`src/common/core_settings.svh`:
```
// core width, register file size and reset pc macros
`ifndef CORE_SETTINGS_SVH
`define CORE_SETTINGS_SVH

`define CORE_XLEN      32      // data and address width
`define CORE_REG_NUM   32      // general purpose registers
`define CORE_REG_AW    5       // gpr index width
`define CORE_RESET_PC  32'h0   // first fetch address

`endif
```
`src/common/core_types_pkg.sv`:
```
// width typedefs and the sequencer state enum of the core
`include "core_settings.svh"

package core_types_pkg;

    typedef logic [`CORE_XLEN-1:0]   word_t;      // data or instruction word
    typedef logic [`CORE_XLEN-1:0]   addr_t;      // byte address
    typedef logic [`CORE_REG_AW-1:0] reg_addr_t;  // gpr index

    // one instruction in flight, so four states are enough
    typedef enum logic [1:0] {
        FETCH    = 2'd0,  // fetch request on the bus
        EXEC     = 2'd1,  // decode, alu, writeback or mem request
        MEM_WAIT = 2'd2,  // waiting on read data, instr or load
        HALT     = 2'd3   // illegal instr seen, parked
    } ctrl_state_e;

endpackage

```
`src/core/lsu.sv`:
```
// load/store bus request generation and load data capture
`timescale 1ns/10ps

module lsu
    import core_types_pkg::*;
(
    input  logic  clk,
    input  logic  reset_i,
    input  logic  start_i,      // one pulse per lw or sw
    input  logic  we_i,         // 1 = store
    input  addr_t addr_i,       // rs1 + imm
    input  word_t wdata_i,      // rs2 for stores
    input  logic  rvalid_i,
    input  word_t rdata_i,
    output logic  req_o,
    output logic  we_o,
    output addr_t addr_o,
    output word_t wdata_o,
    output word_t load_data_o
);

    logic  ld_pend_q;  // load outstanding on the bus
    word_t load_q;

    // word accesses only, drop the byte offset
    assign req_o   = start_i;
    assign we_o    = start_i & we_i;
    assign addr_o  = {addr_i[$bits(addr_t)-1:2], 2'b00};
    assign wdata_o = wdata_i;

    always_ff @(posedge clk) begin
        if (reset_i) begin
            ld_pend_q <= 1'b0;
        end else if (start_i && !we_i) begin
            ld_pend_q <= 1'b1;
        end else if (rvalid_i) begin
            ld_pend_q <= 1'b0;
        end
    end

    always_ff @(posedge clk) begin
        if (rvalid_i && ld_pend_q) begin
            load_q <= rdata_i;
        end
    end

    // same-cycle data goes straight through, else the held copy
    assign load_data_o = (rvalid_i && ld_pend_q) ? rdata_i : load_q;

endmodule

```
`config.mk`:
```
export PLATFORM = sky130hd
export DESIGN_NAME = lsu
export DESIGN_NICKNAME = d
export VERILOG_FILES = /design/src/common/core_types_pkg.sv /design/src/core/lsu.sv
export VERILOG_INCLUDE_DIRS = /design/src /design/src/common
export SDC_FILE = /design/constraint.sdc
export NUM_CORES = 1
export LEC_CHECK = 0
export ABC_AREA = 1
export ABC_CLOCK_PERIOD_IN_PS = 1900
export BUFFER_PORTS_ARGS = -buffer_cell sky130_fd_sc_hd__buf_4
export CAP_MARGIN = 20
export CORE_AREA = 3 3 76 78
export DETAILED_ROUTE_END_ITERATION = 8
export DIE_AREA = 0 0 79 81
export GPL_TIMING_DRIVEN = 0
export PLACE_DENSITY = 0.89
export SLEW_MARGIN = 30
export SYNTH_ARGS = -nofsm -noshare
export SYNTH_HDL_FRONTEND = slang
export SYNTH_SLANG_ARGS = --single-unit
export TNS_END_PERCENT = 5
```
`constraint.sdc`:
```
create_clock -name clk -period 1.9 [get_ports clk]
set_input_delay 0.19 -clock clk [delete_from_list [all_inputs] [get_ports clk]]
set_output_delay 0.19 -clock clk [all_outputs]
set_load 0.02 [all_outputs]
```
# Word-level counts from Yosys, hierarchy flattened
# Index checks and enable logic that the tools add are counted.
classes:
  n_mux: 3
  n_bitwise: 1
  reduce_logical: 4
op_table:
  columns: ["op", "count"]
  rows:
  - ["$mux 32", 1]
  - ["$logic_and 1x1->1", 2]
  - ["$mux 1", 2]
  - ["$reduce_bool 2->1", 1]
  - ["$and 1x1->1", 1]
  - ["$logic_not 1->1", 1]
totals:
  regBits: 33
  inputBits: 101
  out_inout_bits: 98
  elab_cells: 10

# Depth between registers and ports, before layout
depth:
  depth_word: 3
  depth_mapped: 5
  mapped_depth_nobuf: 3

# Worst setup path after synthesis
# No wires, ideal clock.
synth_timing:
  kind: "reg-to-output"
  from: "register ld_pend_q"
  to: "output load_data_o[0]"
  arrival_time_ps: 842
  required_ps: 1710
  slack_ps: 868
  path_stages_with_launch: 6
  path_buffers: 2
  cell_sequence: "dfxtp_1 -> buf_4 -> nand2_8 -> buf_8 -> nand2_2 -> nand2_1"
synth_between:
  elab_chain_cells: 2
synth_rtl:
  columns: ["element", "line_no", "rtl"]
  rows:
  - ["from (decl)", "lsu.sv:22", "logic ld_pend_q;"]
  - ["from (signal assigned)", "lsu.sv:33", "ld_pend_q <= 1'b0;"]
  - ["from (signal assigned)", "lsu.sv:35", "ld_pend_q <= 1'b1;"]
  - ["from (signal assigned)", "lsu.sv:37", "ld_pend_q <= 1'b0;"]
  - ["$logic_and 1x1->1", "lsu.sv:48", "assign load_data_o = (rvalid_i && ld_pend_q) ? rdata_i : load_q;"]
  - ["$mux 32", null, null]
  - ["to (decl)", "lsu.sv:19", "output word_t load_data_o"]
# No other way between the ends.

# Worst setup path after layout
layout_timing:
  from: "register ld_pend_q"
  to: "output load_data_o[15]"
# The elaborated chain is that of the path after synthesis.

==> out/qor.yml <==
hold_path:
  hp-class: "primary input to flip-flop"
  min_path_cells: 2
  holdPathEnd: "ld_pend_q"
  min_from: "reset_i"
synth:
  synth.largest_area_cell: "dfxtp_1"
  avgSynthCellArea_um2: 8.121
  yosysWarningCount: 0
  async_reset_ff_share_pct: 0
  synth_most_common_cell: "buf_4"
  syn_inst: 214
  synth-edff-count: 0
  ys_ff_latch: 33
  synth_flop_cell: "dfxtp_1"
  synth_common_cells: "buf_4 (69), nand2_1 (57), dfxtp_1 (33)"
  synth_area_um2: 1738
  synthTopCellsByArea: "dfxtp_1 (38%), buf_4 (30%), nand2_1 (12%)"
  netlist-cell-type-count: 11
  ys_seq_area_share_pct: 38.01
  synth_top_area_share_pct: 38.01
clock_network:
  cts_tree: "yes"
  cts_root_buffer: "clkbuf_8"
  numCtsBuffers: 5
  clk-insertion-delay-late_ns: 0.27
  clkSinkCount: 33
  cts_hold_buffers: 0
  path_clk_slew_ns: 0.07
  post_cts_resized: 0
  cts_setup_buffers: 0
  h-tree-depth: 2
  clock_path_buffers: 2
pwr:
  leakage_nw: 1.654
  power_density_nw_per_um2: 868.6
  total_power_mw: 2.544
  vdd_ir_drop_max_v: 0.0005958
grt:
  gr-total-overflow: 0
  grt_pass1_vias: 1618
  grt_antenna_before_repair: 0
  grt_max_degree: 11
  grt_usage_pct: 14.08
  grt_pass1_wl_mm: 7.024
floorplanning:
  rows: 26
  initial_utilization_pct: 33.81
  core_area_um2: 5140
  dieArea_um2: 6399
  boundaryPins: 199
  dieWidth_um: 79
  die_y_um: 81
timing:
  setup_violations: 0
  rsz0062_at_grt: "no"
  drv_slew: 0
  final.setup.tns_ns: 0
  fmax_mhz: 688.9
  min_period_ns: 1.452
  fin_skew_ns: 0.005090
  holdWs_ns: 0.06080
  period_share_pct: 76.40
  hold_viol_final: 0
setup_path:
  crit_path_end_kind: "output port"
  crit_slowest_cell: "dfxtp_1"
  worst_ep_required_time_ns: 1.71
  critPathLaunchType: "flip-flop"
  path_class: "flip-flop to output port"
  r2r-end: "load_q[27]"
  crit_path_cell_trace: "buf_4 -> buf_4 -> nand3_1 -> nand2_1 -> buf_4"
  reg2reg_from: "ld_pend_q"
  arrival_ns: 1.26
  cp_common_cell: "buf_4"
  crit_family: "buffers and inverters"
  crit_buf_inv: 3
  reg2regPathDepth: 5
  critPathMaxFanout: 10
  regToRegSetupSlack_ns: 0.96
  cpPeakStageDelay_ns: 0.31
layout:
  diodes: 0
  final_nets: 454
  drive_above_1_share_pct: 63.56
  syn_to_final_growth_pct: 68.54
placement:
  place_congestion: 0.7259
  port-buffer-count: 131
  dp_hpwl_mm: 4.250
drt:
  num_vias: 1736
  ant_nets: 0
  wl_per_cell_um: 11.98
  wirelength_mm: 5.079
  via_per_inst: 4.094
  drc: 0
  drtPass1Iterations: 4
  drtIter0Drc: 50
flow_run:
  cap_violations: 0
run_status:
  status: "finished clean"
[cell usage in the layout, fill, tap and decap left out]
cell type,instances
buf_4,200
nand2_1,57
dfxtp_1,33
nand3_1,32
nand2_2,10
buf_6,6
clkbuf_8,6
inv_1,3
conb_1,2
nand2_8,1
buf_8,1
a21oi_1,1
bufinv_16,1
clkbuf_1,1
[logic make-up after synthesis]
family                 Yosys count  share of synthesized area, %
other                            1                        0.2158
DFF                             33                         38.01
and+or+nand+nor                100                         26.28
buffers and inverters           79                         35.20
AOI/OAI and AO/OA                1                        0.2877
[flip-flops by register name, indices dropped and copies added, names as in the netlist]
register and cells:
ld_pend_q 1, load_q 32
[power breakdown]
group	total, mW	leakage, nW	switching [mW]	internal, mW
Clock	0.655	0.0585	0.228	0.427
Combinational	1.00	1.32	0.530	0.475
Sequential	0.884	0.277	0.0441	0.840
Total	2.54	1.65	0.802	1.74
[how the worst max path moves through the flow]
| stage | depth (start not counted) | to | from | slack (ns) |
|---|---|---|---|---|
| 5_1_grt | 5 | load_data_o[10] | ld_pend_q | 0.31 |
| 6_report | 5 | load_data_o[15] | ld_pend_q | 0.45 |
| 3_3_place_gp | 5 | load_data_o[10] | ld_pend_q | 0.76 |
| 3_5_place_dp | 5 | load_data_o[20] | ld_pend_q | 0.73 |
| 4_1_cts | 5 | load_data_o[22] | ld_pend_q | 0.42 |
| 2_1_floorplan | 5 | load_data_o[0] | ld_pend_q | 0.87 |
[cell type report]
cell class | instances | area [um^2]
multi-input combinational | 103 | 469.2
fill | 480 | 2211
buffer | 76 | 600.6
clock inverter | 1 | 30.03
timing repair buffer | 131 | 983.4
inverter | 3 | 11.26
clock buffer | 7 | 86.33
sequential | 33 | 660.6
tap | 70 | 87.58
[metrics by stage]
step                std cells  setup WS (ns)  cell area [um^2]  util [%]
floorplan                 215         0.8684              1742         -
global placement          416         0.7562              2813     54.72
detailed placement        416         0.7309              2813     54.72
CTS                       424         0.4168              2929     56.99
global route              424         0.3084              2929     56.99
finish                    424         0.4483              2929     56.99
[routing by layer]
layer	vias to the layer above	share of wire [%]	global-route usage (%)
met5	-	0	0
met4	0	0.79	5.326
met3	5	10	5.322
met2	97	56	27.53
met1	755	33	13.20
li1	879	-	-
No activity file was read; power rests on OpenSTA's default activity.
