===== config.mk =====
export PLATFORM = sky130hd
export DESIGN_NAME = mem_arbiter
export DESIGN_NICKNAME = d
export VERILOG_FILES = /design/src/common/core_types_pkg.sv /design/src/design/mem_arbiter.sv
export VERILOG_INCLUDE_DIRS = /design/src /design/src/common
export SDC_FILE = /design/constraint.sdc
export NUM_CORES = 1
export LEC_CHECK = 0
export ABC_AREA = 1
export BUFFER_PORTS_ARGS = -buffer_cell sky130_fd_sc_hd__buf_2
export CORE_AREA = 4 4 89 91
export DETAILED_ROUTE_END_ITERATION = 8
export DIE_AREA = 0 0 93 95
export SLEW_MARGIN = 10
export SYNTH_ARGS = -nofsm -noshare
export SYNTH_HDL_FRONTEND = slang
export SYNTH_SLANG_ARGS = --single-unit

===== constraint.sdc =====
create_clock -name clk -period 0.9 [get_ports clk]
set_clock_uncertainty 0.15 [all_clocks]
set_input_delay 0.045 -clock clk [delete_from_list [all_inputs] [get_ports clk]]
set_output_delay 0.045 -clock clk [all_outputs]
set_load 0.05 [all_outputs]

===== src/common/core_settings.svh =====
// core width, register file size and reset pc macros
`ifndef CORE_SETTINGS_SVH
`define CORE_SETTINGS_SVH

`define CORE_XLEN      32      // data and address width
`define CORE_REG_NUM   32      // general purpose registers
`define CORE_REG_AW    5       // gpr index width
`define CORE_RESET_PC  32'h0   // first fetch address

`endif

===== src/common/core_types_pkg.sv =====
// width typedefs and the sequencer state enum of the core
`include "core_settings.svh"

package core_types_pkg;

    typedef logic [`CORE_XLEN-1:0]   word_t;      // data or instruction word
    typedef logic [`CORE_XLEN-1:0]   addr_t;      // byte address
    typedef logic [`CORE_REG_AW-1:0] reg_addr_t;  // gpr index

    // one instruction in flight, so four states are enough
    typedef enum logic [1:0] {
        FETCH    = 2'd0,  // fetch request on the bus
        EXEC     = 2'd1,  // decode, alu, writeback or mem request
        MEM_WAIT = 2'd2,  // waiting on read data, instr or load
        HALT     = 2'd3   // illegal instr seen, parked
    } ctrl_state_e;

endpackage


===== src/design/mem_arbiter.sv =====
// fixed priority arbiter for fetch and load/store onto one memory bus
`timescale 1ns/10ps

module mem_arbiter
    import core_types_pkg::*;
(
    input  logic  clk,
    input  logic  reset_i,
    input  logic  fetch_req_i,
    input  addr_t fetch_addr_i,
    input  logic  ls_req_i,
    input  logic  ls_we_i,
    input  addr_t ls_addr_i,
    input  word_t ls_wdata_i,
    output logic  mem_req_o,
    output logic  mem_we_o,
    output addr_t mem_addr_o,
    output word_t mem_wdata_o,
    input  word_t mem_rdata_i,
    output word_t rdata_o,         // shared read data to both masters
    output logic  fetch_rvalid_o,
    output logic  ls_rvalid_o
);

    logic rd_pend_q;   // read issued last cycle
    logic rd_ls_q;     // owner of that read, 1 = lsu

    // lsu wins, no added latency
    assign mem_req_o   = ls_req_i | fetch_req_i;
    assign mem_we_o    = ls_req_i & ls_we_i;
    assign mem_addr_o  = ls_req_i ? ls_addr_i : fetch_addr_i;
    assign mem_wdata_o = ls_wdata_i;  // only looked at on writes

    always_ff @(posedge clk) begin
        if (reset_i) begin
            rd_pend_q <= 1'b0;
            rd_ls_q   <= 1'b0;
        end else begin
            rd_pend_q <= mem_req_o & ~mem_we_o;
            rd_ls_q   <= ls_req_i;
        end
    end

    // memory answers one cycle after the read
    assign rdata_o        = mem_rdata_i;
    assign fetch_rvalid_o = rd_pend_q & ~rd_ls_q;
    assign ls_rvalid_o    = rd_pend_q & rd_ls_q;

endmodule


# Yosys cells after proc, flatten, opt, wreduce, memory -nomap -nowiden
# Cells that the tools add are included.
# totals
wordCells	10
ff_bits	2
# op_classes
n_mux	1
n_bitwise	7
# ops
cell	n
2-to-1 mux 32 bit	1
AND 1 bit	4
inverter 1 bit	2
OR 1 bit	1

# Depth between registers and ports, before layout
# depth
depth_word	3
mapped_depth	5
depth_no_buf	3

# Worst setup path before layout
# Ideal clock, no wire load.
# synth_timing
path_kind	reg-to-output
startpoint	register rd_pend_q
endpoint	output port fetch_rvalid_o
slack_ps	-279
t_arrival_ps	984
path_buffers	0
path_stages_with_launch	3
path_cell_list	dfxtp_1 -> inv_1 -> nor2_1
# synth_between
elab_chain_len	1
# synth_rtl
item	line_no	source
from (decl)	mem_arbiter.sv:25	logic rd_pend_q;
from (signal assigned)	mem_arbiter.sv:39	rd_pend_q <= mem_req_o & ~mem_we_o;
AND 1 bit	mem_arbiter.sv:46	assign fetch_rvalid_o = rd_pend_q & ~rd_ls_q;
to (decl)	mem_arbiter.sv:21	output logic fetch_rvalid_o,
# Every way passes these cells.

# Worst setup path in the final report
# layout_timing
startpoint	register rd_ls_q
endpoint	output port ls_rvalid_o
# layout_between
elab_chain_len	1
# layout_rtl
item	line_no	source
from (decl)	mem_arbiter.sv:26	logic rd_ls_q;
from (signal assigned)	mem_arbiter.sv:40	rd_ls_q <= ls_req_i;
AND 1 bit	mem_arbiter.sv:47	assign ls_rvalid_o = rd_pend_q & rd_ls_q;
to (decl)	mem_arbiter.sv:22	output logic ls_rvalid_o
# Every way passes these cells.

==> flow_metrics.env <==
export IMPL_setup_worst_path_end="ls_rvalid_o"
export IMPL_wl_mm=3.81
export IMPL_cts_hold_fix_buffers=1
export IMPL_avgSynthCellArea_sq_um=5.75
export IMPL_synth_cell_types=10
export IMPL_critPathKind="reg -> out"
export IMPL_period_minus_slack_ns=1.01
export IMPL_die_width_um=93
export IMPL_peakVddDrop_mv=0.327
export IMPL_io_pins=233
export IMPL_h_tree_depth=1
export IMPL_dr_pass1_iters=4
export IMPL_critical_path_required_ns=0.70
export IMPL_clk_pin_slew_worst_paths_ns=0.03
export IMPL_max_freq_ghz=0.992
export IMPL_vias_per_cell=3.58
export IMPL_syn_inst=182
export IMPL_start_util=0.147
export IMPL_dpl_cell_area_sq_mm=0.00125
export IMPL_power_density_mw_per_mm2=1030
export IMPL_drcViolationCount=0
export IMPL_clock_path_buffers=2
export IMPL_syn_cell_area_sq_mm=0.00105
export IMPL_rsz0062_at_grt="true"
export IMPL_finalHoldViolations=65
export IMPL_root_buffer="clkbuf_8"
export IMPL_synth_area_leaders="buf_4 (47%), nand2_1 (32%), buf_6 (5.4%)"
export IMPL_violations="negative hold slack, negative setup slack"
export IMPL_gp_congestion=0.617
export IMPL_cts_buffers=3
export IMPL_antenna_found_initial=0
export IMPL_diodes=0
export IMPL_groute_usage_overall=0.0748
export IMPL_max_cap_violations=0
export IMPL_dieArea_sq_mm=0.00884
export IMPL_syn_num_nets=315
export IMPL_drive_gt1_frac=0.719
export IMPL_post_drt_wl_per_cell_um=11.8
export IMPL_relSlewSlack=0.901
export IMPL_io_buffers=104
export IMPL_setup_slack_ns=-0.108
export IMPL_grt_overflow=0
export IMPL_antenna_left=0
export IMPL_cp_start_kind="flip-flop"
export IMPL_grt_pass1_vias=1173
export IMPL_maxSlewViolCount=0
export IMPL_worst_pin_slew_ns=0.150
export IMPL_vias=1156
export IMPL_post_synth_top_count_cell="nand2_1"
export IMPL_synth_largest_area_cell="buf_4"
export IMPL_critPathCaptureType="output pin"
export IMPL_yosys_register_bits=2
export IMPL_status="finished with violations"
export IMPL_area_delta_synth_final_pct=46.4
export IMPL_dpl_hpwl_mm=2.76
export IMPL_ys_flop_type="dfxtp_1"
export IMPL_hp_class="in -> reg"
export IMPL_grt_max_degree=18
export IMPL_synth_top_area_share=0.467
export IMPL_coreArea_sq_mm=0.00714
export IMPL_ys_warn_count=0
export IMPL_ff_latch_area_sq_um=42.5
export IMPL_nFillCells=817
export IMPL_cts_tree="built"
export IMPL_crit_path_max_fanout=2
export IMPL_setup_viol=2
export IMPL_fin_util=0.215
export IMPL_min_period_over_period=1.12
export IMPL_multi_input_comb_area_sq_um=502
export IMPL_p_leak_nw=0.883
export IMPL_grt_pass1_wl_mm=5.29
export IMPL_startpoint="rd_ls_q"
export IMPL_die_y_um=95
export IMPL_arrival_ns=0.81
export IMPL_final_nets=359
export IMPL_rows=31
export IMPL_yosysSeqAreaShare=0.0383
export IMPL_clock_sinks=2
export IMPL_synth_common_cells="nand2_1 (90), buf_4 (65), nand2_2 (9)"
export IMPL_design_area_sq_mm=0.00153
export IMPL_holdWs_ns=-0.0738
export IMPL_drtIter0Drc=12
export IMPL_synthArstFlopShare=0
export IMPL_synth_edff_count=0
-- logic make-up (layout without fill, tap and decap cells) --
group	after synthesis	in the layout	synth area share
buffers and inverters	77	119	0.568
DFF	2	2	0.0383
and+or+nand+nor	103	103	0.394
-- placed cells by master, fill, tap and decap left out --
master | netlist | routed
inv_2 | 0 | 2
nor2_4 | 0 | 1
nand2_2 | 9 | 41
buf_4 | 65 | 15
nand2_1 | 90 | 58
inv_8 | 1 | 1
inv_1 | 5 | 3
nor2_2 | 1 | 2
buf_6 | 5 | 23
inv_6 | 0 | 1
buf_8 | 0 | 1
clkinv_8 | 0 | 1
nor2_1 | 3 | 1
clkbuf_8 | 0 | 3
dfxtp_2 | 0 | 2
buf_12 | 1 | 2
buf_2 | 0 | 66
dlygate4sd3_1 | 0 | 1
-- stage by stage --
step                      hold slack, ns  cells  power, mW  setup WS (ns)  setup TNS, ns
after global routing             -0.0599    323       1.67         -0.141         -0.271
final                            -0.0738    323       1.58         -0.108         -0.206
after detailed placement         -0.0597    317       1.06         -0.132          -3.76
after CTS                        -0.0711    322       1.53         -0.118         -0.214
after global placement           -0.0597    317       1.05         -0.143          -3.33
after floorplan                  -0.0381    182       1.55       -0.00890       -0.00890
-- worst min-delay path by stage --
stage	startpoint	to	slack, ns	cells past startpoint
2_1_floorplan	reset_i	rd_ls_q	-0.04	1
3_3_place_gp	ls_wdata_i[16]	mem_wdata_o[16]	-0.06	0
3_5_place_dp	ls_wdata_i[16]	mem_wdata_o[16]	-0.06	0
4_1_cts	fetch_req_i	rd_pend_q	-0.07	3
5_1_grt	ls_wdata_i[27]	mem_wdata_o[27]	-0.06	0
6_report	fetch_req_i	rd_pend_q	-0.07	3
-- sequential cells by signal, indices dropped and copies added, names as in the netlist --
signal	cells
rd_pend_q	1
rd_ls_q	1
-- critical path, stage by stage, from the launching register on --
cell and delay [ns]:
dfxtp_2 0.34, nand2_2 0.05, inv_2 0.07, buf_8 0.14
-- area by class of cell --
| class | instances | area share |
|---|---|---|
| Clock buffer | 3 | 0.0270 |
| Inverter | 6 | 0.0196 |
| Multi-Input combinational cell | 103 | 0.328 |
| Sequential cell | 2 | 0.0278 |
| Tap cell | 99 | 0.0809 |
| Timing Repair Buffer | 108 | 0.501 |
| Timing Repair inverter | 2 | 0.0163 |
-- routing by layer --
layer / GRT usage / vias to the layer above / routed length [um]
met5: 0 / - / 0
met4: 0.0476 / 0 / 148
met3: 0.0335 / 22 / 501
met2: 0.136 / 78 / 1950
met1: 0.0673 / 498 / 1210
li1: - / 558 / -
-- repair_timing --
item                                    in CTS  in global routing
setup buffers                                0                  1
endpoints found under the hold margin       66                 65
cloned                                       1                  1
pin swaps                                    0                  1
resized for setup                           48                 26
endpoints found under the setup margin      36                 23
-- power breakdown --
group | switching (mW) | internal (mW) | leakage, nW
sequential | 0.00499 | 0.0963 | 0.0172
combinational | 0.712 | 0.418 | 0.844
clock | 0.0689 | 0.283 | 0.0216
total | 0.786 | 0.797 | 0.883
(Power assumes the default switching activity.)
