### config.mk
export PLATFORM = sky130hd
export DESIGN_NAME = reg_file
export DESIGN_NICKNAME = d
export VERILOG_FILES = /design/src/common/core_types_pkg.sv /design/src/design/reg_file.sv
export VERILOG_INCLUDE_DIRS = /design/src /design/src/common
export SDC_FILE = /design/constraint.sdc
export NUM_CORES = 1
export LEC_CHECK = 0
export BUFFER_PORTS_ARGS = -buffer_cell sky130_fd_sc_hd__buf_2
export CAP_MARGIN = 20
export CORE_UTILIZATION = 40
export CTS_CLUSTER_DIAMETER = 80
export DETAILED_ROUTE_END_ITERATION = 10
export SETUP_SLACK_MARGIN = 0.15
export SYNTH_ARGS = -nofsm -noshare
export SYNTH_HDL_FRONTEND = slang
export SYNTH_SLANG_ARGS = --single-unit
export TNS_END_PERCENT = 20
### constraint.sdc
create_clock -name clk -period 3.2 [get_ports clk]
set_input_delay 0 -clock clk [delete_from_list [all_inputs] [get_ports clk]]
set_output_delay 0 -clock clk [all_outputs]
set_load 0.02 [all_outputs]
### src/common/core_settings.svh
// core width, register file size and reset pc macros
`ifndef CORE_SETTINGS_SVH
`define CORE_SETTINGS_SVH

`define CORE_XLEN      32      // data and address width
`define CORE_REG_NUM   32      // general purpose registers
`define CORE_REG_AW    5       // gpr index width
`define CORE_RESET_PC  32'h0   // first fetch address

`endif
### src/common/core_types_pkg.sv
// width typedefs and the sequencer state enum of the core
`include "core_settings.svh"

package core_types_pkg;

    typedef logic [`CORE_XLEN-1:0]   word_t;      // data or instruction word
    typedef logic [`CORE_XLEN-1:0]   addr_t;      // byte address
    typedef logic [`CORE_REG_AW-1:0] reg_addr_t;  // gpr index

    // one instruction in flight, so four states are enough
    typedef enum logic [1:0] {
        FETCH    = 2'd0,  // fetch request on the bus
        EXEC     = 2'd1,  // decode, alu, writeback or mem request
        MEM_WAIT = 2'd2,  // waiting on read data, instr or load
        HALT     = 2'd3   // illegal instr seen, parked
    } ctrl_state_e;

endpackage

### src/design/reg_file.sv
// general purpose register file, two read ports, one write port, x0 zero, write bypass
`timescale 1ns/10ps
`include "core_settings.svh"

module reg_file
    import core_types_pkg::*;
(
    input  logic      clk,
    input  logic      reset_i,
    input  logic      we_i,      // write strobe from ctrl
    input  reg_addr_t waddr_i,
    input  word_t     wdata_i,
    input  reg_addr_t raddr1_i,  // rs1
    input  reg_addr_t raddr2_i,  // rs2
    output word_t     rdata1_o,
    output word_t     rdata2_o
);

    word_t regs_q [`CORE_REG_NUM];  // storage, entry 0 never written
    logic  wr_live;                 // write that lands this cycle

    assign wr_live = we_i && (waddr_i != '0);

    always_ff @(posedge clk) begin
        if (!reset_i && wr_live) begin
            regs_q[waddr_i] <= wdata_i;
        end
    end

    // x0 first, then same-cycle write, then array
    assign rdata1_o = (raddr1_i == '0)                  ? '0 :
                      (wr_live && raddr1_i == waddr_i)  ? wdata_i :
                                                          regs_q[raddr1_i];

    assign rdata2_o = (raddr2_i == '0)                  ? '0 :
                      (wr_live && raddr2_i == waddr_i)  ? wdata_i :
                                                          regs_q[raddr2_i];

endmodule

# After elaboration in Yosys (flattened, before gate mapping)

Memory sizes are Yosys's and may differ from the RTL's.
Index checks and enable logic that the tools add are counted.

Register bits: 0
Bits in latches: 0
RAM bits: 1024
ROM bits: 0
Input bits: 50
Output and inout port bits: 64
Logic and storage cells: 17
Memories: 1

Memories:

| name   | depth | width | read ports | clocked after memory_dff | wr ports | line           | source |
|---|---|---|---|---|---|---|---|
| regs_q | 32    | 32    | 2          | 0                        | 1        | reg_file.sv:19 | `` word_t regs_q [`CORE_REG_NUM]; `` |

Add/subtract/negate cells: 0
$mul: 0
Divide/modulo/power cells: 0
Magnitude comparators: 0
Eq/ne operators: 2
Shift operators: 0
Muxes and demuxes: 6
Bitwise gates (word level): 0
Reduce and logical (&&, ||, !) cells: 8

Operators with widths:

| kind                | count |
|---|---|
| 32-bit two-way mux  | 4 |
| 5-bit equality test | 2 |
| 5-bit zero test     | 2 |
| 5-bit nonzero test  | 1 |
| 1-bit logical AND   | 4 |
| 1-bit two-way mux   | 2 |
| 1-bit zero test     | 1 |

# Longest topological paths before layout

Gate-level depths: netlist of the first run.

Depth after elaboration: 5
Mapped depth: 12
Gate-level depth less buffers: 6

# Worst setup path before layout of the first run

Ideal clock, no wire load.

Path kind: input-to-reg
Start: input port waddr_i[0]
End: memory regs_q[28][0] (netlist name), enable pin
Setup time: 0.421 ns
Data arrival time: 2.060 ns
Required time: 2.779 ns
Setup slack: 0.719 ns
Cell stages on the path: 4
Buffers on the path: 1
Cell sequence: clkbuf_1 -> nor4b_1 -> nand2_1 -> nor2_1

Longest elaborated chain between the ends: 5

RTL lines:

| element                                 | line           | source |
|---|---|---|
| start, declared                         | reg_file.sv:11 | `input reg_addr_t waddr_i,` |
| 5-bit nonzero test                      | reg_file.sv:22 | `assign wr_live = we_i && (waddr_i != '0);` |
| 1-bit logical AND                       | reg_file.sv:22 |  |
| 1-bit logical AND                       | reg_file.sv:25 | `if (!reset_i && wr_live) begin` |
| 1-bit two-way mux                       | reg_file.sv:25 |  |
| 1-bit two-way mux (not written as such) | reg_file.sv:26 | `regs_q[waddr_i] <= wdata_i;` |
| end, declared                           | reg_file.sv:19 |  |

Several ways; a longest one is shown, not always the timed one.

==> results of run 1 <==
## per-layer routing
metal | GRT usage | vias up | wire [um]
li1 | - | 11890 | -
met1 | 0.3661 | 16160 | 63250
met2 | 0.4282 | 2113 | 77810
met3 | 0.05055 | 328 | 17350
met4 | 0.1011 | 2 | 6299
met5 | 0 | - | 13
## worst paths after layout
kind,endpoint,slack [ns]
worst max-delay path,rdata2_o[6],0.42
worst min-delay path,regs_q[1][5],0.08
## per-stage QoR
step                      cell area (um2)  worst slack [ns]
after floorplan                     48380            0.7189
after global placement              51780            0.6293
after detailed placement            51780            0.5947
after CTS                           55520            0.3953
after global routing                55520            0.3904
final                               55520            0.4223
## cell usage after synthesis, types with 5 or more instances
library cell | count | area, um2
buf_1 | 11 | 41.29
mux2i_1 | 292 | 2923
nand3_1 | 31 | 155.2
a211oi_1 | 43 | 322.8
o221ai_1 | 27 | 236.5
buf_8 | 6 | 90.09
mux4_2 | 367 | 8265
a32o_1 | 32 | 320.3
a31oi_1 | 8 | 50.05
clkbuf_1 | 103 | 386.6
edfxtp_1 | 1024 | 30750
buf_4 | 16 | 120.1
nor2_1 | 66 | 247.7
a22o_1 | 7 | 61.31
a32oi_1 | 5 | 43.79
a22oi_1 | 96 | 720.7
nand2b_1 | 7 | 43.79
o21ai_0 | 44 | 220.2
nor2b_1 | 14 | 87.58
a21oi_1 | 70 | 350.3
xnor2_1 | 6 | 52.55
a221o_1 | 25 | 250.2
a2111oi_0 | 5 | 43.79
mux2_2 | 21 | 236.5
nand2_1 | 93 | 349.1
buf_2 | 63 | 315.3
buf_6 | 23 | 259.0
o22ai_1 | 31 | 193.9
a221oi_1 | 35 | 306.5
nor3_1 | 19 | 95.09
o211ai_1 | 8 | 60.06
## cells by family (layout without fill, tap and decap cells)
kind of cell,after synthesis,in the layout,share of synthesized area
flip-flops,1024,1024,0.6371
multiplexers,680,680,0.2367
buffers and inverters,228,511,0.02660
AND/OR/NAND/NOR,266,266,0.02603
AO/OA/AOI/OAI,463,463,0.07161
other,1,33,0.00007770
XOR/XNOR,10,10,0.001815
## timing repair
action,in CTS,in global routing
hold buffers,32,0
setup endpoints to repair,0,0
endpoints found under the hold margin,1024,0
## final cells by class
| type | instances | area [um2] |
|---|---|---|
| diodes | 1 | 2.502 |
| repair buffers | 307 | 2651 |
| well taps | 1612 | 2017 |
| clock buffers | 131 | 2810 |
| clock inverters | 70 | 614.3 |
| flip-flops and latches | 1024 | 30750 |
| fillers | 10160 | 64290 |
| multi-input cells | 1451 | 16670 |
| inverters | 3 | 11.26 |
## worst max-delay path, delay by kind of cell, from the launching register on
family	cells	cell delay, ns
AO/OA/AOI/OAI	2	0.69
buffers and inverters	1	0.21
flip-flops	1	0.40
multiplexers	2	0.80
## placed cells by master (no fill, tap or decap), types with 5 or more instances in the layout
master            n
clkinv_2         16
a221o_1          25
a22o_1            7
clkinv_1         35
mux2_2           21
nand2b_1          7
buf_12           40
a2111oi_0         5
edfxtp_1       1024
o221ai_1         27
a22oi_1          96
a21oi_1          70
clkbuf_16       109
a32oi_1           5
o21ai_0          44
a221oi_1         35
bufinv_16        10
nand3_1          31
xnor2_1           6
nor2_4           34
a211oi_1         43
o22ai_1          31
nor2_1           33
buf_2           105
a31oi_1           8
a32o_1           32
buf_4           125
mux2i_1         292
nand2_1          92
mux4_2          367
o211ai_1          8
nor2b_1           9
dlygate4sd3_1    32
conb_1           32
clkbuf_1         22
nor3_1           18
## power by group
group | total, mW | switching, mW | internal, mW
clock network | 12.4 | 5.31 | 7.04
logic | 2.93 | 1.81 | 1.11
registers | 14.9 | 0.0551 | 14.9
total | 30.2 | 7.18 | 23.0
==> metrics.txt, run 1 <==
run status=complete, no violations; Worst Setup SP=regs_q[29][6]; number of flops mapped to enable cells by yosys=1024; synthesized area per cell=18.06 um2; top_reg_cell synth=edfxtp_1; WP data required=3.20 ns; slew at the pin closest to its max-slew limit=1.027 ns; Worst setup SP type=flop; Residual DRC=0; DRT antenna net count=0; max-slew violation count=0; input/output buffers=113; proportion of layout cells with a drive suffix above 1=0.2904; Final Hold Viols=0; Final Non-Filler Cells=4599; final core utilization=0.4634; Post CTS Setup Buffer Count=0; unrepaired setup endpoints after global routing=no; crit path max fanout=2; ys async rst share=0; Max VDD drop=0.4889 mV; Longest Clk Path Bufs=3; clock root buffer=clkbuf_16; Post-Route WL=164.7 mm; post-synthesis sequential area ratio=0.6371; Biggest register=regs_q; Hold WS=0.07614 ns; post-synthesis register bit count=1024; Ports=114; post-synthesis cell area=48260 um2; DP Cell Count=4365; Max stage delay on crit path=0.49 ns; Tmin final=2.778 ns; Overflow after GRT=0; P&R area growth vs syn=15.05%; via/cell ratio=6.630; CP Cell Sequence=mux4_2 -> mux2_2 -> a221o_1 -> a32o_1 -> buf_2; # setup viols final=0; slew margin rel.=0.3137; first-pass GRT wire length=231.1 mm; Setup TNS=0 ns; Hold Path Stages=3; floorplan row count=127; die height=349.4 um; CTS resizes=0; clock sinks=1024; Initial Util=0.4028; vias in the first global route=30620; Lkg Pwr=18.08 nW; Unique masters post-synth=63; pin count of the biggest net entering global routing=54; Fmax=360.0 MHz; die area=122000 um2; Mapped Cells=2672; CTS Buf Count=108; WL/cell=35.82 um; First DRT Iteration DRCs=4401; max reg flops=1024; crit path kind=reg -> out; total track usage=0.2685; CP Data Arrival Time=2.78 ns; Regs by FF count=regs_q x1024; 1st-pass router iterations=5; number of max-cap violations=0; Slowest-stage cell, CP=mux4_2; Core Box Area=119800 um2; pwr/cell area=544.3 nW/um2; dpl hpwl=96.02 mm; CTS tree=built; Hold Crit Class=in -> reg; Final Wtd Congestion=0.8550; vias=30490; initial antenna violation count=5; clk slew on worst S/H paths=0.06 ns; Hold Path Origin=waddr_i[3]; H-tree Lvls=3; Yosys warnings=0; Setup crit end kind=output port; # nets final=2945; Chip Width=349.4 um; Overall Power=30.22 mW; Final period util=0.8680
No activity file was read; power rests on OpenSTA's default activity.
==> inputs of run 2 (changes only) <==
Settings changed: CORE_UTILIZATION 40 to 47.
==> run 2 against run 1 <==
Fmax shrank 1.8%. First-iteration DRC count down 0.70%. Sequential power barely moved. Die area decreased by 15%. Global-route usage increased by 4.9 points. Flip-flop and latch count is the same. Critical path type unchanged. Largest cell class unchanged. Largest power group unchanged.
==> metrics.txt, run 2 (synthesis gave the netlist of run 1 again) <==
die area=104000 um2; WL/cell=37.81 um; CTS Buf Count=109; proportion of layout cells with a drive suffix above 1=0.2939; clock root buffer=clkbuf_16; clock sinks=1024; commonest non-fill, non-tap cell in the layout=edfxtp_1; Biggest register=regs_q; Hold Path Stages=3; Ports=114; Max VDD drop=0.4465 mV; Final Wtd Congestion=0.8649; Post-Route WL=164.7 mm; unrepaired setup endpoints after global routing=no; Overall Power=30.58 mW; Core Box Area=101700 um2; Regs by FF count=regs_q x1024; Final period util=0.8840; slew margin rel.=0.3432; Setup TNS=0 ns; Residual DRC=0; clk slew on worst S/H paths=0.07 ns; crit path max fanout=2; floorplan row count=117; Hold Path Origin=waddr_i[4]; DRT antenna net count=0; Chip Width=322.4 um; crit path kind=reg -> out; Longest Clk Path Bufs=3; pwr/cell area=551.2 nW/um2; Hold EP=regs_q[2][27]; Final Non-Filler Cells=4356; first-pass GRT wire length=229.8 mm; max-slew violation count=0; Hold Crit Class=in -> reg; slew at the pin closest to its max-slew limit=0.9828 ns; total track usage=0.3172; H-tree Lvls=3; # setup viols final=0; pin count of the biggest net entering global routing=67; vias=30500; Lkg Pwr=18.14 nW; input/output buffers=113; WP data required=3.20 ns; P&R area growth vs syn=14.95%; Final Hold Viols=0; Initial Util=0.4744; die height=322.4 um; fill count=7893; via/cell ratio=7.002; Setup crit end kind=output port; Fmax=353.5 MHz; Worst setup SP type=flop; # nets final=2941; CP Data Arrival Time=2.83 ns; 1st-pass router iterations=8; commonest cells after routing, fill and taps aside=edfxtp_1 (1024), mux4_2 (367), mux2i_1 (292), clkbuf_16 (112), buf_4 (108); initial antenna violation count=5; Tmin final=2.829 ns; vias in the first global route=30480; Overflow after GRT=0; final core utilization=0.5453; number of max-cap violations=0; run status=complete, no violations; dpl hpwl=97.14 mm; DP Cell Count=4116; CTS resizes=0; max reg flops=1024; First DRT Iteration DRCs=4370; CTS tree=built
==> run 2: worst max-delay path by stage <==
| stage | endpoint | start | cells after the start | slack (ns) |
|---|---|---|---|---|
| after floorplan | regs_q[28][0] | waddr_i[0] | 4 | 0.72 |
| after global placement | rdata1_o[15] | raddr1_i[4] | 9 | 0.67 |
| after detailed placement | rdata1_o[1] | raddr1_i[0] | 8 | 0.68 |
| after CTS | rdata2_o[6] | regs_q[31][6] | 5 | 0.36 |
| after global routing | rdata2_o[6] | regs_q[31][6] | 5 | 0.36 |
| final | rdata2_o[6] | regs_q[31][6] | 5 | 0.37 |
==> run 2: per-layer routing <==
metal	vias up	routed length [um]	GRT usage
li1	11880	-	-
met1	16200	63250	0.4321
met2	2055	78290	0.5026
met3	362	16500	0.06153
met4	2	6648	0.1297
met5	-	12	0
==> run 2: critical path: stages (launching register included) <==
cell and delay (ns):
edfxtp_1 0.41, mux4_2 0.49, mux2_2 0.27, a221o_1 0.31
a32o_1 0.41, buf_2 0.23
==> run 2: stage by stage <==
step / setup slack, ns / hold slack [ns] / cell area, um2
floorplan: 0.7189 / 0.09887 / 48380
global placement: 0.6685 / 0.4930 / 51580
detailed placement: 0.6796 / 0.5227 / 51580
CTS: 0.3592 / 0.1104 / 55460
global route: 0.3643 / 0.1572 / 55470
finish: 0.3711 / 0.1578 / 55470
==> run 2: area by class of cell <==
class                           instances  area, um2  share of cell area
Clock inverter                         74      690.7             0.01245
Antenna cell                            4      10.01           0.0001804
Inverter                                3      11.26           0.0002030
Sequential cell                      1024      30750              0.5543
Tap cell                             1368       1712             0.03085
Timing Repair Buffer                  302       2764             0.04982
Clock buffer                          130       2870             0.05174
Multi-Input combinational cell       1451      16670              0.3004
==> run 2: repair_timing <==
| action | CTS | global route |
|---|---|---|
| endpoints found under the setup margin | 0 | 0 |
| hold endpoints to repair | 1024 | 0 |
| hold buffers | 32 | 0 |
| buffers inserted | 0 | 0 |
==> run 2: power breakdown <==
| group | internal [mW] | total [mW] | switching (mW) | leakage [nW] |
|---|---|---|---|---|
| sequential | 14.9 | 14.9 | 0.0542 | 9.24 |
| clock | 7.35 | 12.7 | 5.39 | 1.72 |
| combinational | 1.11 | 2.90 | 1.80 | 7.18 |
