`config.mk`:
```
export PLATFORM = sky130hd
export DESIGN_NAME = alu
export DESIGN_NICKNAME = d
export VERILOG_FILES = /design/src/common/rv_isa_pkg.sv /design/src/common/core_types_pkg.sv /design/src/design/alu.sv
export VERILOG_INCLUDE_DIRS = /design/src /design/src/common
export SDC_FILE = /design/constraint.sdc
export NUM_CORES = 1
export LEC_CHECK = 0
export ABC_AREA = 0
export BUFFER_PORTS_ARGS = -buffer_cell sky130_fd_sc_hd__buf_4
export CAP_MARGIN = 20
export CORE_ASPECT_RATIO = 1.2
export CORE_MARGIN = 2
export CORE_UTILIZATION = 60
export DETAILED_ROUTE_END_ITERATION = 8
export GPL_TIMING_DRIVEN = 0
export PLACE_DENSITY = 0.83
export SETUP_SLACK_MARGIN = 0.5
export SLEW_MARGIN = 20
export SYNTH_ARGS = -nofsm -noshare
export SYNTH_HDL_FRONTEND = slang
export SYNTH_SLANG_ARGS = --single-unit
```
`constraint.sdc`:
```
create_clock -name vclk -period 6.5
set_input_delay 0.65 -clock vclk [all_inputs]
set_output_delay 0.65 -clock vclk [all_outputs]
set_load 0.01 [all_outputs]
```
`src/common/core_settings.svh`:
```
// core width, register file size and reset pc macros
`ifndef CORE_SETTINGS_SVH
`define CORE_SETTINGS_SVH

`define CORE_XLEN      32      // data and address width
`define CORE_REG_NUM   32      // general purpose registers
`define CORE_REG_AW    5       // gpr index width
`define CORE_RESET_PC  32'h0   // first fetch address

`endif
```
`src/common/rv_isa_pkg.sv`:
```
// rv32i opcode, funct3 and funct7 encodings and the alu operation enum
package rv_isa_pkg;

    // major opcodes, instr[6:0]
    typedef enum logic [6:0] {
        OP     = 7'b0110011,  // r-type alu
        OP_IMM = 7'b0010011,  // i-type alu
        LUI    = 7'b0110111,
        LOAD   = 7'b0000011,
        STORE  = 7'b0100011
    } opcode_e;

    typedef enum logic [3:0] {
        ADD    = 4'd0,
        SUB    = 4'd1,
        AND    = 4'd2,
        OR     = 4'd3,
        XOR    = 4'd4,
        SLT    = 4'd5,  // signed compare
        SLL    = 4'd6,
        SRL    = 4'd7,
        PASS_B = 4'd8   // lui path
    } alu_op_e;

    // funct3 of op / op_imm
    localparam logic [2:0] F3_ADD = 3'b000;  // add, sub, addi
    localparam logic [2:0] F3_SLL = 3'b001;
    localparam logic [2:0] F3_SLT = 3'b010;
    localparam logic [2:0] F3_XOR = 3'b100;
    localparam logic [2:0] F3_SRL = 3'b101;  // srl, sra shares it
    localparam logic [2:0] F3_OR  = 3'b110;
    localparam logic [2:0] F3_AND = 3'b111;

    localparam int F7_SUB_BIT = 30;  // instr bit selecting sub / sra

endpackage

```
`src/common/core_types_pkg.sv`:
```
// width typedefs and the sequencer state enum of the core
`include "core_settings.svh"

package core_types_pkg;

    typedef logic [`CORE_XLEN-1:0]   word_t;      // data or instruction word
    typedef logic [`CORE_XLEN-1:0]   addr_t;      // byte address
    typedef logic [`CORE_REG_AW-1:0] reg_addr_t;  // gpr index

    // one instruction in flight, so four states are enough
    typedef enum logic [1:0] {
        FETCH    = 2'd0,  // fetch request on the bus
        EXEC     = 2'd1,  // decode, alu, writeback or mem request
        MEM_WAIT = 2'd2,  // waiting on read data, instr or load
        HALT     = 2'd3   // illegal instr seen, parked
    } ctrl_state_e;

endpackage

```
`src/design/alu.sv`:
```
// combinational alu with rs2 or immediate operand select
`timescale 1ns/10ps

module alu
    import core_types_pkg::*;
    import rv_isa_pkg::*;
(
    input  alu_op_e op_i,
    input  word_t   a_i,        // rs1 data
    input  word_t   b_i,        // rs2 data
    input  word_t   imm_i,      // decoded immediate
    input  logic    use_imm_i,  // 1 picks imm_i as operand b
    output word_t   res_o
);

    word_t      op_b;
    logic [4:0] shamt;  // shifts only look at 5 bits

    assign op_b  = use_imm_i ? imm_i : b_i;
    assign shamt = op_b[4:0];

    always_comb begin
        case (op_i)
            ADD:     res_o = a_i + op_b;
            SUB:     res_o = a_i - op_b;
            AND:     res_o = a_i & op_b;
            OR:      res_o = a_i | op_b;
            XOR:     res_o = a_i ^ op_b;
            SLT:     res_o = ($signed(a_i) < $signed(op_b)) ? word_t'(1) : '0;
            SLL:     res_o = a_i << shamt;
            SRL:     res_o = a_i >> shamt;  // logical, no sra
            PASS_B:  res_o = op_b;
            default: res_o = '0;
        endcase
    end

endmodule

```
==> Yosys cells after proc, flatten, opt, wreduce, memory -nomap -nowiden <==
Index checks and enable logic that the tools add are counted.
{ "totals": {"reg_bits": 0, "out_inout_bits": 32} }
{ "op_classes": {"add_sub_neg": 2, "n_lt_le_gt_ge": 1, "n_eq_ne": 8, "shift": 2, "mux": 3, "bitwise_logic": 3, "reduce_logical": 1} }
{ "op_table": {"columns": ["cell", "count"], "rows": [
  ["one-hot mux 32 bit (9 select lines)", 1],
  ["adder 32 bit", 1],
  ["bitwise AND 32 bit", 1],
  ["< comparator 32 bit", 1],
  ["2-to-1 mux 32 bit", 1],
  ["OR 32 bit", 1],
  ["<< shifter 32 x 5 -> 32 bit", 1],
  ["right shift 32 x 5 -> 32 bit", 1],
  ["subtractor 32 bit", 1],
  ["XOR 32 bit", 1],
  ["== test 4 x 3 -> 1 bit (second input constant)", 4],
  ["== test 4 x 2 -> 1 bit (second input constant)", 2],
  ["== test 4 x 1 -> 1 bit (second input constant)", 1],
  ["== test 4 bit (second input constant)", 1],
  ["zero test 4 bit", 1],
  ["2-to-1 mux 1 bit", 1]
]} }

==> Longest topological paths before layout <==
Gate-level depths: netlist of run 1.
{ "depth": {"word_depth": 4, "depth_mapped": 16, "mapped_depth_nobuf": 12} }

==> Least setup slack after synthesis of run 1 <==
OpenSTA, ideal clock, no wires.
{ "synth_timing": {"path_kind": "in2out", "from": "input use_imm_i", "to": "output res_o[23]", "t_arrival_ns": 4.330, "required_time_ns": 5.850, "slack_ns": 1.520, "path_stages": 16, "cell_sequence": "buf_6 > mux2i_4 > buf_2 > buf_2 > buf_1 > clkbuf_1 > ha_1 > buf_2 > o21ai_0 > o21ai_0 > a22oi_1 > a2111oi_2 > or2_2 > a31o_2 > a21o_1 > a211o_1"} }
{ "synth_between": {"elab_chain_cells": 3, "elab_cells_between_ends": 9, "classes_between": "2 x add/sub; 2 x shift; 2 x mux; 3 x bitwise"} }
{ "synth_rtl": {"columns": ["element", "line", "text"], "rows": [
  ["start, declared", "alu.sv:12", "input logic use_imm_i,"],
  ["2-to-1 mux 32 bit (*)", "alu.sv:19", "assign op_b = use_imm_i ? imm_i : b_i;"],
  ["subtractor 32 bit, or another cell as far along", "alu.sv:25", "SUB: res_o = a_i - op_b;"],
  ["one-hot mux 32 bit (9 select lines) (*)", "alu.sv:23", "case (op_i)"],
  ["end, declared", "alu.sv:13", "output word_t res_o"]
]} }
Every way passes the cells marked *; elsewhere a longest branch is shown, timed or not.

==> Worst setup path after layout of run 1 <==
Ends and elaborated chain as after synthesis.

==> summary.md, run 1 <==
| Metric | Value |
|---|---|
| Status | finished with violations |
| Failing checks | DRC |
| Setup violators final | 0 |
| Final GP Congestion | ~1.2 |
| Placed cell count | 1650 |
| DIE HEIGHT | between 100 and 150 µm |
| Clkbuf count | 0 |
| Crit path DAT | 5280 ps |
| Placed wire-length estimate | approximately 37 mm |
| Syn_nets | 1516 |
| Core box area | 14800 µm² |
| Vias/cell | 7.76 |
| Final Util | 69.8% |
| Initial DRC count | 2805 |
| Global route total overflow | 0 |
| CP Max Fanout | 11 |
| Critical Path RT | around 5900 ps |
| Post-synthesis xor/xnor area fraction | 0.485% |
| Worst hold stages | 7 |
| Final slew viol count | 0 |
| Worst path cell trace | buf_6, mux2i_4, buf_2, buf_2, buf_2, buf_2, ha_1, buf_2, o21ai_0, o21ai_0, a22oi_2, a2111oi_2, or2_2, a31o_2, o211ai_1, a211o_1, buf_4 |
| Seq_cells | 0 |
| Standard-cell rows | 49 |
| Synth Area in Adders | 14.0% |
| GRT Total Usage | 58.6% |
| Area grow syn2layout | 14.6% |
| Antenna-violating nets left | 0 |
| Reg area | 0 µm² |
| Commonest cells after routing, fill and taps aside | buf_4, nand2_1, nor2_1 |
| Share of cells above drive strength 1 | 16.7% |
| Full die area | 16100 µm² |
| Hold Violations, Final | 0 |
| CP Capture Type | primary output |
| Mapped Cells | approximately 1300 |
| Mux cell area share after synthesis | 20.3% |
| Post-synthesis sequential area ratio | 0% |
| Wire per inst | a little under 30 µm |
| Synth cell types | 81 |
| DR vias | around 13000 |
| Worst Hold Class | primary input to primary output |
| Synth Cell Area | 9030 µm² |
| DR DRC count | 2 |
| Starting density of the core | 60.9% |
| Wire length on met3 | ~9.2 mm |
| Synth Area in Simple Gates | about 20% |
| Die X | 116 µm |
| NumNets Final | 1649 |
| DR top layer | met5 |
| Max_cap viols | 0 |
| Hold-fix buffer count after cts | 0 |
| Routed wire length | 48.4 mm |
| Worst slew pin tran | 1200 ps |
| Top-level port count | 133 |
| Max Clk Rate | 169 MHz |
| Fin Setup TNS | 0 ps |
| Slowest-stage cell, CP | a2111oi_2 |
| Worst setup SP type | primary input |
| Minimum clock period after layout | 5930 ps |
| Kind of critical path | primary input to primary output |
| Critical path's most frequent cell | buf_2 |
| Most common cell after layout, fill and taps aside | buf_4 |
| Avg Cell Area, Syn | approximately 6.9 µm² |
| First-pass GRT wire length | 71.5 mm |
| Finished Layout Cells | 1651 |
| Final period util | approximately nine tenths |
| Area occupied by multi-input gates | approximately 8300 µm² |
| RSZ-0062 raised after global routing | no |
| Yosys warnings | 0 |
| Antenna violations before repair | 1 |
| Filler cells | 1402 |
| Main combinational cell family by area after synthesis | compound AO/OA/AOI/OAI gates |
| WL met1 | between 15 and 20 mm |
| Crit-path max cell delay | roughly 630 ps |
| Largest net degree at the start of global routing | 13 |
| Metal2 WL | 18.2 mm |
| Vias in the first global route | 11868 |
| IO buf count | 131 |
| TritonRoute pass-1 iters | 9 |
| Max-slew headroom at the worst pin | 19.4% |
| Compound-Gate Fraction of Synth Area | 36.2% |
## repair_timing
action,4_1_cts,5_1_grt
endpoints found under the setup margin,14,15
resized for setup,5,11
pin swaps,0,0
buffers inserted,0,0
## layout make-up
| class | instances | share of cell area (%) |
|---|---|---|
| multi-input combinational | 1111 | 80.0 |
| timing repair buffer | 131 | 9.50 |
| buffer | 106 | 4.44 |
| inverter | 98 | 3.60 |
| tap | 204 | 2.47 |
| antenna | 1 | 0.0242 |
## synth_stat cells, drive strengths merged (11+ instances only)
master / count / share of area, %
a31oi: 21 / 1.5
nor2: 109 / 4.5
a21oi: 93 / 5.2
a21o: 19 / 1.6
clkbuf: 71 / 3.0
ha: 98 / 14
o211ai: 22 / 1.8
o21ai: 108 / 6.0
mux2: 19 / 2.4
a221oi: 24 / 2.3
nand3: 42 / 2.3
a211oi: 16 / 1.3
o22ai: 14 / 0.97
mux4: 25 / 6.3
and3: 11 / 0.76
mux2i: 104 / 12
inv: 98 / 4.1
o221ai: 25 / 2.4
o31ai: 11 / 0.91
a22oi: 12 / 1.0
nand2: 120 / 5.0
buf: 35 / 2.1
nor3: 29 / 1.6
nor2b: 11 / 0.76
nand2b: 13 / 0.90
a222oi: 20 / 2.2
## routing by layer
layer  vias to the layer above  GRT usage, %
met2                      1399          79.1
met3                       458          31.3
met5                         -             0
li1                       5277             -
met1                      5682          70.4
met4                         2          39.7
## metrics by stage
stage	hold slack (ps)	worst slack, ps	area [µm²]
final	1990	570	10300
after global routing	2000	518	10300
after floorplan	1670	1520	9030
after detailed placement	1960	166	10300
after CTS	1970	557	10300
after global placement	1970	151	10300
## worst paths after layout
check | startpoint | end | slack, ps
setup / recovery | use_imm_i | res_o[23] | 570
hold / removal | b_i[23] | res_o[23] | 1990
## cell families (layout without fill, tap and decap cells)
family,Yosys count,after routing
muxes,148,148
xor gates and xnor gates,5,5
adders and majority gates,100,100
buffers and inverters,204,335
AOI/OAI and AO/OA,475,475
other,0,1
and+or+nand+nor,383,383
## critical path, delay by kind of cell
kind            cells  cell delay (ps)
simple gates        1              290
fa+ha+maj           1              170
buf+inv             7             1840
mux                 1              270
compound gates      7             2020
==> inputs of run 2 (changes only) <==
==> constraint.sdc (replaced) <==
create_clock -name vclk -period 6.9
set_input_delay 0.69 -clock vclk [all_inputs]
set_output_delay 0.69 -clock vclk [all_outputs]
set_load 0.01 [all_outputs]
==> summary.md, run 2 (synthesis results as in run 1) <==
| Metric | Value |
|---|---|
| Vias/cell | 7.78 (+0.19%) |
| Die X | 116 µm (unchanged) |
| Area grow syn2layout | 14.2% |
| Fin worst setup slack | 634 ps (+63.4 ps) |
| Worst slew pin tran | 1130 ps (-68.4 ps) |
| Filler cells | 1412 (+0.71%) |
| Fin Setup TNS | 0 ps (unchanged) |
| CP Max Fanout | 11 (unchanged) |
| Peak supply drop | 0.0000588 V |
| Failing checks | DRC |
| Worst path cell trace | buf_6, mux2i_1, buf_6, buf_4, buf_2, buf_2, ha_1, nor2_1, o311ai_1, nand2_1, a311oi_1, a211oi_2, o41ai_1, o221a_2, o21ai_0, buf_4 |
| Starting density of the core | 60.9% (unchanged) |
| Pwr Density | 111 nW/µm² |
| Share of cells above drive strength 1 | 16.1% (-0.62 points) |
| Antenna-violating nets left | 0 (unchanged) |
| Hold Violations, Final | 0 (unchanged) |
| GRT Total Usage | 58.8% (+0.21 points) |
| Max_cap viols | 0 (unchanged) |
| Vias in the first global route | 11916 (+0.40%) |
| Worst setup SP type | primary input |
| Critical Path RT | 6210 ps (+360 ps) |
| First-pass GRT wire length | 71.7 mm (+0.30%) |
| Diode count | 0 (-1) |
| Worst hold stages | 7 (unchanged) |
| Hold Crit Start | b_i[23] |
| Worst Hold Class | primary input to primary output |
| Pre-CTS WS | 486 ps (+320 ps) |
| Core box area | 14800 µm² (unchanged) |
| Global route total overflow | 0 (unchanged) |
| CP Capture Type | primary output |
| Final slew viol count | 0 (unchanged) |
| Final period util | 90.8% |
| P_leak | 4.65 nW |
| Status | finished with violations |
| Commonest cells after routing, fill and taps aside | buf_4, nand2_1, nor2_1 |
| Wire per inst | 29.5 µm (+0.63%) |
| Critical path startpoint | use_imm_i |
| Seq_cells | 0 (unchanged) |
| Delay-heaviest family, CP | compound AO/OA/AOI/OAI gates |
| Hold Path End | res_o[23] |
| Minimum clock period after layout | 6270 ps |
| Final GP Congestion | 1.25 (unchanged) |
| Setup violators final | 0 (unchanged) |
| Post-CTS setup buffer count | 0 (unchanged) |
| Slowest-stage cell, CP | o311ai_1 |
| DR vias | 12835 (+0.13%) |
| Top-level port count | 133 (unchanged) |
| Most common cell after layout, fill and taps aside | buf_4 |
| Clkbuf count | 0 (unchanged) |
| Crit path DAT | 5580 ps (+300 ps) |
| Reg area | 0 µm² (unchanged) |
| Full die area | 16100 µm² (unchanged) |
| Initial DRC count | 2662 (-5.1%) |
| IO buf count | 131 (unchanged) |
| DIE HEIGHT | 138 µm (unchanged) |
| Routed wire length | 48.7 mm (+0.57%) |
| CP Buf/Inv Count | 6 (-1) |
| Largest net degree at the start of global routing | 13 (unchanged) |
| RSZ-0062 raised after global routing | no |
| Max-slew headroom at the worst pin | 23.8% (+4.3 points) |
| Placed wire-length estimate | 37.2 mm (unchanged) |
| Hold Worst Slack | 2060 ps (+74.5 ps) |
| Crit-path max cell delay | 640 ps (about the same) |
| Area occupied by multi-input gates | 8240 µm² (-0.45%) |
| NumNets Final | 1649 (unchanged) |
| Max Clk Rate | about 160 MHz |
| Antenna violations before repair | 1 (unchanged) |
| TritonRoute pass-1 iters | 9 (unchanged) |
| Kind of critical path | primary input to primary output |
| DR DRC count | 12 (+10) |
| Standard-cell rows | 49 (unchanged) |
## run 2: what timing repair did
action,4_1_cts,5_1_grt
resized for setup,1,10
hold buffers,0,0
endpoints found under the setup margin,2,12
## run 2: area by class of cell
type / count / share of cell area, %
Multi-Input combinational cell: 1111 / 79.9
Buffer: 106 / 4.50
Timing Repair Buffer: 131 / 9.54
Tap cell: 204 / 2.47
Inverter: 98 / 3.62
## run 2: worst max-delay path by stage
stage | end | slack (ps) | cells past startpoint
final | res_o[27] | 630 | 16
after global routing | res_o[27] | 530 | 16
after CTS | res_o[23] | 530 | 17
after detailed placement | res_o[27] | 490 | 14
after global placement | res_o[0] | 470 | 15
after floorplan | res_o[23] | 1840 | 16
## run 2: where the power goes
group	internal [mW]	leakage (nW)	total, mW	switching, mW
logic	0.397	4.65	1.14	0.746
clock network	0	0	0	0
registers	0	0	0	0
## run 2: layer usage
layer	global-route usage (%)	wire, µm	vias to the layer above
met3	31.7	9220	462
met1	70.8	16000	5696
met2	79.4	18300	1406
met4	39.1	5180	2
met5	0.952	13	-
li1	-	-	5269
## run 2: metrics by stage
step,instance area [µm²],power (mW),util [%],std cells
CTS,10300,1.05,69.3,1650
global route,10300,1.18,69.5,1650
finish,10300,1.14,69.5,1650
global placement,10300,1.03,69.2,1650
floorplan,9030,0.661,-,1315
detailed placement,10300,1.04,69.3,1650
No activity file was read; power rests on OpenSTA's default activity.
